`src/verilog/mac_stream_pkg.sv`:
```
`default_nettype none

package mac_stream_pkg;

    // Observed handshake of one MAC user stream
    // Data and keep are not carried, the monitors only watch the handshake
    typedef struct packed {
        logic valid;
        logic ready;
        logic last;
        logic user;
    } stream_beat_t;

    // Bad-FCS events the MAC flags in a single cycle, 0 to 7
    typedef logic [2:0] fcs_count_t;

    // Statistics counter, free running and wraps around
    typedef logic [31:0] counter_t;

endpackage

`default_nettype wire
```
`src/verilog/mac_regs_pkg.sv`:
```
`default_nettype none

package mac_regs_pkg;

    typedef logic [5:0]  reg_addr_t;
    typedef logic [31:0] reg_data_t;

    // Byte addresses of the register map
    typedef enum reg_addr_t {
        REG_CTRL         = 6'h00,
        REG_STATUS       = 6'h04,
        REG_RX_PKT       = 6'h08,
        REG_RX_BEATS     = 6'h0C,
        REG_RX_LOST      = 6'h10,
        REG_RX_BAD_FCS   = 6'h14,
        REG_RX_MAX_PKT   = 6'h18,
        REG_TX_PKT       = 6'h1C,
        REG_TX_BEATS     = 6'h20,
        REG_TX_MAX_PKT   = 6'h24,
        REG_TX_OVERFLOW  = 6'h28,
        REG_TX_UNDERFLOW = 6'h2C
    } reg_map_e;

    typedef enum logic [1:0] {
        RESP_OKAY   = 2'd0,
        RESP_SLVERR = 2'd2
    } resp_e;

    // Master-driven AXI4-Lite signals
    typedef struct packed {
        logic      awvalid;
        reg_addr_t awaddr;
        logic      wvalid;
        reg_data_t wdata;
        logic [3:0] wstrb;
        logic      bready;
        logic      arvalid;
        reg_addr_t araddr;
        logic      rready;
    } axil_req_t;

    // Slave-driven AXI4-Lite signals
    typedef struct packed {
        logic      awready;
        logic      wready;
        logic      bvalid;
        resp_e     bresp;
        logic      arready;
        logic      rvalid;
        reg_data_t rdata;
        resp_e     rresp;
    } axil_rsp_t;

    typedef struct packed {
        mac_stream_pkg::counter_t pkt;
        mac_stream_pkg::counter_t beats;
        mac_stream_pkg::counter_t lost;
        mac_stream_pkg::counter_t bad_fcs;
        mac_stream_pkg::counter_t max_pkt;
    } rx_counters_t;

    typedef struct packed {
        mac_stream_pkg::counter_t pkt;
        mac_stream_pkg::counter_t beats;
        mac_stream_pkg::counter_t max_pkt;
        mac_stream_pkg::counter_t overflow;
        mac_stream_pkg::counter_t underflow;
    } tx_counters_t;

endpackage

`default_nettype wire

```
`src/verilog/cmac_monitor_top.sv`:
```
`timescale 1ns/100ps
`default_nettype none

module cmac_monitor_top #(
    parameter int SYNC_STAGES = 3
) (
    input  wire                           gt_init_clk,
    input  wire                           rst_n,

    // MAC receive side
    input  wire mac_stream_pkg::stream_beat_t rx_beat,
    input  wire mac_stream_pkg::fcs_count_t   bad_fcs,

    // MAC send side
    input  wire mac_stream_pkg::stream_beat_t tx_beat,
    input  wire                           tx_ovfout,
    input  wire                           tx_unfout,

    // Asynchronous status levels
    input  wire                           qsfp_fault_in,
    input  wire                           cmac_rx_aligned,

    input  wire mac_regs_pkg::axil_req_t  axil_req,
    output wire mac_regs_pkg::axil_rsp_t  axil_rsp,

    output wire                           qsfp_fault_indication,
    output wire                           cmac_rx_aligned_indication
);

    import mac_regs_pkg::*;

    rx_counters_t rx_counters;
    tx_counters_t tx_counters;
    logic         counter_clear;

    rx_stream_monitor i_rx_stream_monitor (
        .gt_init_clk   (gt_init_clk),
        .rst_n         (rst_n),
        .rx_beat       (rx_beat),
        .bad_fcs       (bad_fcs),
        .counter_clear (counter_clear),
        .rx_counters   (rx_counters)
    );

    tx_stream_monitor i_tx_stream_monitor (
        .gt_init_clk   (gt_init_clk),
        .rst_n         (rst_n),
        .tx_beat       (tx_beat),
        .tx_ovfout     (tx_ovfout),
        .tx_unfout     (tx_unfout),
        .counter_clear (counter_clear),
        .tx_counters   (tx_counters)
    );

    monitor_csr #(
        .SYNC_STAGES (SYNC_STAGES)
    ) i_monitor_csr (
        .gt_init_clk                (gt_init_clk),
        .rst_n                      (rst_n),
        .axil_req                   (axil_req),
        .axil_rsp                   (axil_rsp),
        .rx_counters                (rx_counters),
        .tx_counters                (tx_counters),
        .qsfp_fault_in              (qsfp_fault_in),
        .cmac_rx_aligned            (cmac_rx_aligned),
        .counter_clear              (counter_clear),
        .qsfp_fault_indication      (qsfp_fault_indication),
        .cmac_rx_aligned_indication (cmac_rx_aligned_indication)
    );

endmodule

`default_nettype wire

```
`src/verilog/monitor_csr.sv`:
```
`timescale 1ns/100ps
`default_nettype none

module monitor_csr #(
    parameter int SYNC_STAGES = 3
) (
    input  wire                         gt_init_clk,
    input  wire                         rst_n,
    input  wire mac_regs_pkg::axil_req_t axil_req,
    output mac_regs_pkg::axil_rsp_t     axil_rsp,
    input  wire mac_regs_pkg::rx_counters_t rx_counters,
    input  wire mac_regs_pkg::tx_counters_t tx_counters,
    input  wire                         qsfp_fault_in,
    input  wire                         cmac_rx_aligned,
    output logic                        counter_clear,
    output logic                        qsfp_fault_indication,
    output logic                        cmac_rx_aligned_indication
);

    import mac_regs_pkg::*;

    typedef enum logic [1:0] {
        ST_IDLE,
        ST_WRESP,
        ST_RRESP
    } state_e;

    state_e     state;
    logic       aw_taken;
    logic       w_taken;
    reg_addr_t  awaddr_q;
    reg_data_t  wdata_q;
    logic [3:0] wstrb_q;
    resp_e      bresp_q;
    reg_data_t  rdata_q;
    resp_e      rresp_q;

    logic       awready;
    logic       wready;
    logic       arready;
    logic       aw_fire;
    logic       w_fire;
    logic       ar_fire;
    logic       wr_done;
    logic       wr_start;
    logic       wr_clear;
    reg_addr_t  wr_addr;
    reg_data_t  wr_data;
    logic [3:0] wr_strb;
    resp_e      wr_resp;
    reg_data_t  rd_data;
    resp_e      rd_resp;

    logic [SYNC_STAGES-1:0][1:0] sync_q;
    logic       fault_sync;
    logic       aligned_sync;

    assign awready = (state == ST_IDLE) && !aw_taken;
    assign wready  = (state == ST_IDLE) && !w_taken;
    assign arready = (state == ST_IDLE);

    assign aw_fire = axil_req.awvalid && awready;
    assign w_fire  = axil_req.wvalid && wready;
    assign ar_fire = axil_req.arvalid && arready;

    // Either half may already be held from an earlier cycle
    assign wr_addr = aw_taken ? awaddr_q : axil_req.awaddr;
    assign wr_data = w_taken ? wdata_q : axil_req.wdata;
    assign wr_strb = w_taken ? wstrb_q : axil_req.wstrb;
    assign wr_done = (aw_taken || aw_fire) && (w_taken || w_fire);

    // Reads go first when both arrive together
    assign wr_start = (state == ST_IDLE) && wr_done && !ar_fire;

    assign wr_clear = (wr_addr == REG_CTRL) && wr_data[0] && wr_strb[0];
    assign wr_resp  = (wr_addr == REG_CTRL) ? RESP_OKAY : RESP_SLVERR;

    always_comb begin
        rd_data = '0;
        rd_resp = RESP_OKAY;
        case (axil_req.araddr)
            REG_CTRL:         rd_data = '0;
            REG_STATUS:       rd_data = reg_data_t'({aligned_sync, fault_sync});
            REG_RX_PKT:       rd_data = rx_counters.pkt;
            REG_RX_BEATS:     rd_data = rx_counters.beats;
            REG_RX_LOST:      rd_data = rx_counters.lost;
            REG_RX_BAD_FCS:   rd_data = rx_counters.bad_fcs;
            REG_RX_MAX_PKT:   rd_data = rx_counters.max_pkt;
            REG_TX_PKT:       rd_data = tx_counters.pkt;
            REG_TX_BEATS:     rd_data = tx_counters.beats;
            REG_TX_MAX_PKT:   rd_data = tx_counters.max_pkt;
            REG_TX_OVERFLOW:  rd_data = tx_counters.overflow;
            REG_TX_UNDERFLOW: rd_data = tx_counters.underflow;
            default:          rd_resp = RESP_SLVERR;
        endcase
    end

    always_ff @(posedge gt_init_clk or negedge rst_n) begin
        if (!rst_n) begin
            state         <= ST_IDLE;
            aw_taken      <= 1'b0;
            w_taken       <= 1'b0;
            counter_clear <= 1'b0;
        end else begin
            counter_clear <= 1'b0;
            case (state)
                ST_IDLE: begin
                    if (aw_fire) begin
                        aw_taken <= 1'b1;
                    end
                    if (w_fire) begin
                        w_taken <= 1'b1;
                    end
                    if (ar_fire) begin
                        state <= ST_RRESP;
                    end else if (wr_done) begin
                        aw_taken      <= 1'b0;
                        w_taken       <= 1'b0;
                        counter_clear <= wr_clear;
                        state         <= ST_WRESP;
                    end
                end
                ST_WRESP: begin
                    if (axil_req.bready) begin
                        state <= ST_IDLE;
                    end
                end
                ST_RRESP: begin
                    if (axil_req.rready) begin
                        state <= ST_IDLE;
                    end
                end
                default: state <= ST_IDLE;
            endcase
        end
    end

    always_ff @(posedge gt_init_clk) begin
        if (aw_fire) begin
            awaddr_q <= axil_req.awaddr;
        end
        if (w_fire) begin
            wdata_q <= axil_req.wdata;
            wstrb_q <= axil_req.wstrb;
        end
        if (wr_start) begin
            bresp_q <= wr_resp;
        end
        // Read data is frozen here and held until rready
        if (ar_fire) begin
            rdata_q <= rd_data;
            rresp_q <= rd_resp;
        end
    end

    // Bit 0 fault, bit 1 aligned
    always_ff @(posedge gt_init_clk or negedge rst_n) begin
        if (!rst_n) begin
            sync_q <= '0;
        end else begin
            sync_q <= {sync_q[SYNC_STAGES-2:0], {cmac_rx_aligned, qsfp_fault_in}};
        end
    end

    assign fault_sync   = sync_q[SYNC_STAGES-1][0];
    assign aligned_sync = sync_q[SYNC_STAGES-1][1];

    assign qsfp_fault_indication      = fault_sync;
    assign cmac_rx_aligned_indication = aligned_sync;

    always_comb begin
        axil_rsp.awready = awready;
        axil_rsp.wready  = wready;
        axil_rsp.bvalid  = (state == ST_WRESP);
        axil_rsp.bresp   = bresp_q;
        axil_rsp.arready = arready;
        axil_rsp.rvalid  = (state == ST_RRESP);
        axil_rsp.rdata   = rdata_q;
        axil_rsp.rresp   = rresp_q;
    end

endmodule

`default_nettype wire

```
`src/verilog/tx_stream_monitor.sv`:
```
`timescale 1ns/100ps
`default_nettype none

module tx_stream_monitor (
    input  wire                          gt_init_clk,
    input  wire                          rst_n,
    input  wire mac_stream_pkg::stream_beat_t tx_beat,
    input  wire                          tx_ovfout,
    input  wire                          tx_unfout,
    input  wire                          counter_clear,
    output mac_regs_pkg::tx_counters_t   tx_counters
);

    import mac_stream_pkg::*;

    logic     beat_fire;
    logic     last_fire;
    counter_t cur_len;
    counter_t pkt_len;

    assign beat_fire = tx_beat.valid && tx_beat.ready;
    assign last_fire = beat_fire && tx_beat.last;
    assign pkt_len   = cur_len + counter_t'(1);

    always_ff @(posedge gt_init_clk or negedge rst_n) begin
        if (!rst_n) begin
            tx_counters <= '0;
            cur_len     <= '0;
        end else if (counter_clear) begin
            tx_counters <= '0;
            cur_len     <= '0;
        end else begin
            if (beat_fire) begin
                tx_counters.beats <= tx_counters.beats + counter_t'(1);
            end

            if (last_fire) begin
                tx_counters.pkt <= tx_counters.pkt + counter_t'(1);
                cur_len         <= '0;
                if (pkt_len > tx_counters.max_pkt) begin
                    tx_counters.max_pkt <= pkt_len;
                end
            end else if (beat_fire) begin
                cur_len <= pkt_len;
            end

            // One count per cycle the MAC holds the flag
            if (tx_ovfout) begin
                tx_counters.overflow <= tx_counters.overflow + counter_t'(1);
            end
            if (tx_unfout) begin
                tx_counters.underflow <= tx_counters.underflow + counter_t'(1);
            end
        end
    end

endmodule

`default_nettype wire

```
`src/verilog/rx_stream_monitor.sv`:
```
`timescale 1ns/100ps
`default_nettype none

module rx_stream_monitor (
    input  wire                          gt_init_clk,
    input  wire                          rst_n,
    input  wire mac_stream_pkg::stream_beat_t rx_beat,
    input  wire mac_stream_pkg::fcs_count_t   bad_fcs,
    input  wire                          counter_clear,
    output mac_regs_pkg::rx_counters_t   rx_counters
);

    import mac_stream_pkg::*;

    logic     beat_fire;
    logic     last_fire;
    logic     beat_lost;
    counter_t cur_len;
    counter_t pkt_len;

    assign beat_fire = rx_beat.valid && rx_beat.ready;
    assign last_fire = beat_fire && rx_beat.last;
    // MAC presented a beat that the sink could not take
    assign beat_lost = rx_beat.valid && !rx_beat.ready;

    // Length of the packet if this beat closes it
    assign pkt_len = cur_len + counter_t'(1);

    always_ff @(posedge gt_init_clk or negedge rst_n) begin
        if (!rst_n) begin
            rx_counters <= '0;
            cur_len     <= '0;
        end else if (counter_clear) begin
            rx_counters <= '0;
            cur_len     <= '0;
        end else begin
            if (beat_fire) begin
                rx_counters.beats <= rx_counters.beats + counter_t'(1);
            end

            if (beat_lost) begin
                rx_counters.lost <= rx_counters.lost + counter_t'(1);
            end

            rx_counters.bad_fcs <= rx_counters.bad_fcs + counter_t'(bad_fcs);

            if (last_fire) begin
                rx_counters.pkt <= rx_counters.pkt + counter_t'(1);
                cur_len         <= '0;
                if (pkt_len > rx_counters.max_pkt) begin
                    rx_counters.max_pkt <= pkt_len;
                end
            end else if (beat_fire) begin
                cur_len <= pkt_len;
            end
        end
    end

endmodule

`default_nettype wire

```
`config.mk`:
```
export PLATFORM = sky130hd
export DESIGN_NAME = cmac_monitor_top
export DESIGN_NICKNAME = d
export VERILOG_FILES = /design/src/verilog/mac_stream_pkg.sv /design/src/verilog/mac_regs_pkg.sv /design/src/verilog/cmac_monitor_top.sv /design/src/verilog/monitor_csr.sv /design/src/verilog/tx_stream_monitor.sv /design/src/verilog/rx_stream_monitor.sv
export SDC_FILE = /design/constraint.sdc
export NUM_CORES = 1
export LEC_CHECK = 0
export ABC_AREA = 1
export BUFFER_PORTS_ARGS = -buffer_cell sky130_fd_sc_hd__buf_2
export CORE_MARGIN = 2
export CORE_UTILIZATION = 60
export DETAILED_ROUTE_END_ITERATION = 8
export PLACE_DENSITY = 0.85
export SETUP_SLACK_MARGIN = 0.5
export SYNTH_ARGS = -nofsm -noshare
export SYNTH_HDL_FRONTEND = slang
export SYNTH_HIERARCHICAL = 1
export SYNTH_SLANG_ARGS = --single-unit
```
`constraint.sdc`:
```
create_clock -name gt_init_clk -period 7.7 [get_ports gt_init_clk]
set_clock_uncertainty 0.15 [all_clocks]
set_input_delay 1.54 -clock gt_init_clk [delete_from_list [all_inputs] [get_ports gt_init_clk]]
set_output_delay 1.54 -clock gt_init_clk [all_outputs]
set_load 0.03 [all_outputs]
```
==> impl_metrics.env, run 1 <==
export IMPL_start_util=0.606
export IMPL_cts_buffers=49
export IMPL_grt_overflow_total=0
export IMPL_wire_per_inst_um=19.7
export IMPL_ant_nets=0
export IMPL_cts_tree="done"
export IMPL_routabilityCongestion=1.07
export IMPL_dr_pass1_iters=7
export IMPL_core_area_sq_um=48700
export IMPL_cts_setup_buffers=0
export IMPL_period_needed_ns=4.45
export IMPL_ctsResizeCount=0
export IMPL_outcome="finished clean"
export IMPL_synth_top_cell_area_share=0.335
export IMPL_synth_area_sq_um=29500
export IMPL_gr_usage_met3=0.0912
export IMPL_area_growth_syn_to_layout_pct=8.07
export IMPL_drc_errors=0
export IMPL_start_kind="register"
export IMPL_layout_commonest_cell="nand2_1"
export IMPL_timing_final_ws_setup_ns=3.25
export IMPL_track_usage=0.390
export IMPL_post_route_period_util=0.578
export IMPL_routed_wl_um=98600
export IMPL_dp_cells=4925
export IMPL_design_area_sq_um=31900
export IMPL_die_area_sq_um=51000
export IMPL_ys_seq_area_frac=0.377
export IMPL_worstSetupEndpointType="register"
export IMPL_antenna_found_initial=1
export IMPL_power_density_nw_per_um2=226
export IMPL_ys_flop_type="dfrtp_1"
export IMPL_slew_viol_final=0
export IMPL_hold_path_class="reg -> reg"
export IMPL_die_h_um=226
export IMPL_viasPerCell=5.99
export IMPL_grt_pass1_vias=27670
export IMPL_drt_iter0_markers=3976
export IMPL_holdBufCountCts=0
export IMPL_critical_path_class="reg -> reg"
export IMPL_cts_max_level=2
export IMPL_cp_required_ns=8.04
export IMPL_grt_util_met1=0.522
export IMPL_synthArstFlopShare=0.904
export IMPL_place_area_sq_um=30300
export IMPL_path_max_fanout=32
export IMPL_peakVddDrop_v=0.000212
export IMPL_synth_area_leaders="dfrtp_1, nand2_1, nor2_1"
export IMPL_fin_tns_setup_ns=0
export IMPL_hold_viol=0
export IMPL_row_count=81
export IMPL_setup_viol=0
export IMPL_grt_max_degree=126
export IMPL_clockRootBuffer="clkbuf_16"
export IMPL_port_buffers=74
export IMPL_clock_path_buffers=3
export IMPL_p_leak_nw=15.3
export IMPL_cp_arrival_ns=4.79
export IMPL_vias=30049
export IMPL_relSlewSlack=0.221
export IMPL_grt_busiest_layer="met2"
export IMPL_yosys_warnings=6
export IMPL_grt_pass1_wl_um=153000
export IMPL_most_common_layout_cells="nand2_1, nor2_1, inv_1"
export IMPL_ios=113
export IMPL_worst_pin_slew_ns=1.17
export IMPL_post_place_ws_ns=3.35
export IMPL_nets=4459
export IMPL_synth_edf_count=42
export IMPL_clock_latency_ns=0.61
export IMPL_use_met2=0.572
export IMPL_rsz0062_at_grt="no"
export IMPL_numClockSinks=437
export IMPL_hpwlAfterDp_um=72100
export IMPL_die_width_um=226
export IMPL_drive_gt1_frac=0.0659
export IMPL_fmax_mhz=225
export IMPL_syn_instance_count=4313
export IMPL_syn_area_per_cell_sq_um=6.85
export IMPL_stdcell_count=5017
export IMPL_antenna_cells=0
export IMPL_synth_top_area_cell="dfrtp_1"
export IMPL_ys_ff_latch=437
export IMPL_max_cap_violations=0
export IMPL_ys_types=60
export IMPL_path_clk_slew_ns=0.06
-- critical path, cell delays in order, from the launching register on --
cell and delay (ns):
dfrtp_1 0.51, ha_1 0.28, nand3_1 0.27, nor2_2 0.29
inv_1 0.10, nor2_2 0.14, nand3_1 0.09, nand2_1 0.11
inv_1 0.05, ha_1 0.26, nand2_1 0.09, nor2_1 0.06
and2_1 0.16, nand3_1 0.14, nor2_1 0.07, a21oi_2 0.41
buf_4 0.38, nand2_2 0.46, nand3_1 0.23, nand2_1 0.09
-- metrics by stage --
step                power, mW  utilization  hold slack (ns)
CTS                      7.21        0.655            0.199
finish                   7.23        0.655            0.196
global placement         4.77        0.622            0.181
global route             7.62        0.655            0.208
floorplan                4.29            -            0.181
detailed placement       4.83        0.622            0.186
-- worst paths after layout --
check	to	slack (ns)	start	depth (start not counted)
worst max register to register	i_tx_stream_monitor/tx_counters[87]	3.25	i_tx_stream_monitor/cur_len[0]	19
min in group asynchronous	i_tx_stream_monitor/cur_len[31]	0.84	rst_n	1
worst min register to register	i_monitor_csr/sync_q[2]	0.20	i_monitor_csr/sync_q[0]	0
worst max-delay path	i_tx_stream_monitor/tx_counters[87]	3.25	i_tx_stream_monitor/cur_len[0]	19
worst min-delay path	i_monitor_csr/sync_q[2]	0.20	i_monitor_csr/sync_q[0]	0
max in group asynchronous	i_rx_stream_monitor/rx_counters[23]	4.94	rst_n	2
-- area by class of cell --
type | instances | area (sq um)
Fill cell | 4317 | 16800
Multi-Input combinational cell | 3226 | 15900
Sequential cell | 437 | 11100
Inverter | 500 | 1890
Clock buffer | 59 | 1330
Tap cell | 664 | 831
Timing Repair Buffer | 98 | 586
Clock inverter | 33 | 285
-- logic make-up (layout without fill, tap and decap cells) --
family	after synthesis	after routing	synth area share
buf+inv	651	690	0.0874
flops	437	437	0.377
compound gates	379	379	0.0726
other cells	1	2	0.000127
fa+ha+maj	77	77	0.0329
simple gates	2670	2670	0.400
xor+xnor	98	98	0.0296
-- power breakdown --
group / leakage (nW) / internal [mW] / switching (mW) / total [mW]
logic: 8.83 / 0.534 / 1.14 / 1.67
clock network: 0.781 / 1.37 / 1.01 / 2.38
registers: 5.67 / 2.71 / 0.469 / 3.18
-- cell usage after synthesis (3+ instances only) --
master    instances
nand2_1        1266
nor2_1          518
inv_1           486
dfrtp_1         395
nand3_1         382
nand4_1         215
o21ai_0         156
nor3_1          153
a21oi_1         121
xor2_1           80
ha_1             76
clkbuf_1         64
buf_2            54
edfxtp_1         42
o31ai_1          29
nor2_2           28
nor3b_1          24
o22ai_1          21
buf_1            16
nand2_2          16
nor2_4           16
xnor2_1          16
buf_4            15
nor3_2           10
nor4_1           10
a21o_1            9
inv_2             9
o21a_1            9
a22o_1            7
a31oi_1           7
and2_1            7
and3_1            5
nand2_4           4
a211oi_1          3
clkinv_1          3
nand3_2           3
nand3b_1          3
nor3_4            3
o21ai_1           3
-- state kept, by name, indices dropped and copies added (netlist names), 2 cells and up --
name / count
i_monitor_csr/awaddr_q: 6
i_monitor_csr/rdata_q: 32
i_monitor_csr/state: 2
i_monitor_csr/sync_q: 4
i_rx_stream_monitor/cur_len: 32
i_rx_stream_monitor/rx_counters: 160
i_tx_stream_monitor/cur_len: 32
i_tx_stream_monitor/tx_counters: 160
-- routing by layer --
layer / wire, um / part of all wire
met3: 11300 / 0.11
met4: 6770 / 0.069
met1: 39000 / 0.39
met2: 41600 / 0.42
met5: 0 / 0
Note: power is estimated with default switching activity, not from simulation.
==> run 2, diff against run 1 <==
- ABC_AREA: 1 -> 0
- clock period: 7.7 -> 4.6 ns (I/O delays scaled with it)
==> impl_metrics.env, run 2 <==
export IMPL_ys_ff_latch=437
export IMPL_p_leak_nw=12.8
export IMPL_synth_top_area_cell="dfrtp_1"
export IMPL_worstSetupStartpoint="i_tx_stream_monitor/cur_len[5]"
export IMPL_cp_required_ns=4.89
export IMPL_layout_commonest_cell="dfrtp_1"
export IMPL_outcome="finished clean"
export IMPL_hpwlAfterDp_um=52800
export IMPL_die_h_um=207
export IMPL_rr_startpoint="i_tx_stream_monitor/cur_len[5]"
export IMPL_dr_pass1_iters=8
export IMPL_power_density_nw_per_um2=379
export IMPL_routabilityCongestion=0.995
export IMPL_clock_path_buffers=3
export IMPL_max_cap_violations=0
export IMPL_ys_seq_area_frac=0.452
export IMPL_antenna_found_initial=5
export IMPL_routed_wl_um=76800
export IMPL_drt_iter0_markers=2812
export IMPL_cts_buffers=47
export IMPL_critical_path_class="reg -> reg"
export IMPL_peakVddDrop_v=0.000470
export IMPL_path_clk_slew_ns=0.06
export IMPL_synthArstFlopShare=0.904
export IMPL_start_util=0.606
export IMPL_slew_viol_final=0
export IMPL_viasPerCell=6.72
export IMPL_power_mw=10.5
export IMPL_clock_latency_ns=0.60
export IMPL_port_buffers=74
export IMPL_nets=2829
export IMPL_synth_most_common_cell="dfrtp_1"
export IMPL_grt_pass1_vias=20744
export IMPL_start_kind="register"
export IMPL_fmax_mhz=244
export IMPL_largestRegisters="i_rx_stream_monitor/rx_counters: 160 flops, i_tx_stream_monitor/tx_counters: 160 flops"
export IMPL_drc_errors=0
export IMPL_cts_max_level=2
export IMPL_most_common_layout_cells="dfrtp_1, nor2_1, nand2_1"
export IMPL_track_usage=0.349
export IMPL_hold_path_class="in -> async"
export IMPL_vias=21872
export IMPL_row_count=74
export IMPL_relSlewSlack=0.137
export IMPL_synth_top_cell_area_share=0.401
export IMPL_worstSetupEndpointType="register"
export IMPL_hold_viol=0
export IMPL_syn_area_per_cell_sq_um=9.42
export IMPL_fin_tns_setup_ns=0
export IMPL_wire_per_inst_um=23.6
export IMPL_drive_gt1_frac=0.124
export IMPL_holdBufCountCts=0
export IMPL_grt_pass1_wl_um=115000
export IMPL_synth_area_leaders="dfrtp_1, xor2_1, edfxtp_1"
export IMPL_clockRootBuffer="clkbuf_16"
export IMPL_area_growth_syn_to_layout_pct=12.5
export IMPL_ant_nets=0
export IMPL_ys_flop_type="dfrtp_1"
export IMPL_setup_viol=0
export IMPL_n_fill_cell=2868
export IMPL_synth_area_sq_um=24600
export IMPL_synth_edf_count=42
export IMPL_path_max_fanout=12
export IMPL_yosys_top_cells_count="dfrtp_1, nor2_1, nand2_1"
export IMPL_numClockSinks=437
export IMPL_core_area_sq_um=40600
export IMPL_die_width_um=207
export IMPL_grt_max_degree=91
export IMPL_ios=113
export IMPL_die_area_sq_um=42700
export IMPL_grt_overflow_total=0
export IMPL_worst_pin_slew_ns=1.29
export IMPL_rsz0062_at_grt="yes"
export IMPL_yosys_warnings=6
export IMPL_ys_types=73
export IMPL_cp_arrival_ns=4.39
export IMPL_syn_instance_count=2616
export IMPL_post_route_period_util=0.890
export IMPL_cts_tree="done"
export IMPL_period_needed_ns=4.10
-- run 2: cell count changes after synthesis, sizes merged, moves of 58 or more --
cell	delta
nand2	-1084
inv	-379
nor2	-243
nand3	-227
nand4	-122
xor2	+98
xnor2	+86
nor3	-84
mux2i	+61
o21ai	-58
-- run 2: layer usage --
metal,GRT usage,vias to the layer above,part of all wire
met5,0,-,0.00043
met4,0.210,6,0.074
met3,0.0782,367,0.11
met2,0.547,1494,0.45
met1,0.443,10579,0.37
li1,-,9426,-
-- run 2: kinds of logic (layout without fill, tap and decap cells) --
family	after synthesis	in the layout	synth area share
AOI/OAI and AO/OA	435	436	0.117
DFF	437	437	0.452
buffers and inverters	253	355	0.0425
other	1	4	0.000152
adders and majority gates	77	77	0.0394
xor gates and xnor gates	282	282	0.101
muxes	78	78	0.0325
and+or+nand+nor	1053	1054	0.215
-- run 2: metrics by stage --
stage / util / area, sq um / instances / hold WS [ns] / setup WS (ns)
2_1_floorplan: - / 24600 / 2617 / 0.181 / 0.794
3_3_place_gp: 0.629 / 25600 / 3140 / 0.185 / 0.362
3_5_place_dp: 0.629 / 25600 / 3140 / 0.186 / 0.241
4_1_cts: 0.671 / 27300 / 3233 / 0.198 / 0.505
5_1_grt: 0.682 / 27700 / 3254 / 0.207 / 0.346
6_report: 0.682 / 27700 / 3255 / 0.185 / 0.504
-- run 2: final cells by class --
cell class / instances / area [sq um] / area share
well taps: 532 / 666 / 0.0240
inverters: 124 / 465 / 0.0168
clock buffers: 61 / 1290 / 0.0465
diodes: 2 / 5.00 / 0.000180
multi-input cells: 1929 / 12800 / 0.463
flip-flops and latches: 437 / 11200 / 0.402
repair buffers: 143 / 1020 / 0.0369
clock inverters: 27 / 274 / 0.00988
-- run 2: path summary, 6_finish.rpt --
check,end,slack (ns),cells past startpoint
min reg2reg,i_monitor_csr/sync_q[2],0.19,0
min in group gt_init_clk,i_monitor_csr/sync_q[2],0.19,0
max,i_tx_stream_monitor/tx_counters[86],0.50,14
min,i_rx_stream_monitor/rx_counters[121],0.19,1
max reg2reg,i_tx_stream_monitor/tx_counters[86],0.50,14
max in group asynchronous,i_tx_stream_monitor/tx_counters[14],3.11,2
-- run 2: power by group --
group | internal, mW | total [mW] | switching (mW)
clock | 2.26 | 3.88 | 1.62
sequential | 4.35 | 4.88 | 0.523
combinational | 0.629 | 1.75 | 1.12
-- run 2: critical path: stages (launching register included) --
cell and delay [ns]:
dfrtp_1 0.42, nand3_2 0.16, or4_4 0.62, buf_4 0.19
nor2_4 0.12, nand2_1 0.12, xnor2_2 0.19, ha_1 0.36
nand4_1 0.19, or4_4 0.58, o21ai_4 0.20, a31oi_2 0.10
nor2_4 0.27, clkbuf_16 0.22, a211oi_1 0.07
-- run 2: timing repair --
| action | in CTS | in global routing |
|---|---|---|
| endpoints found under the setup margin | 64 | 64 |
| gates cloned | 0 | 3 |
| buffers inserted | 5 | 17 |
| resized for setup | 17 | 55 |
| pin swaps | 5 | 19 |
| endpoints found under the hold margin | 0 | 0 |
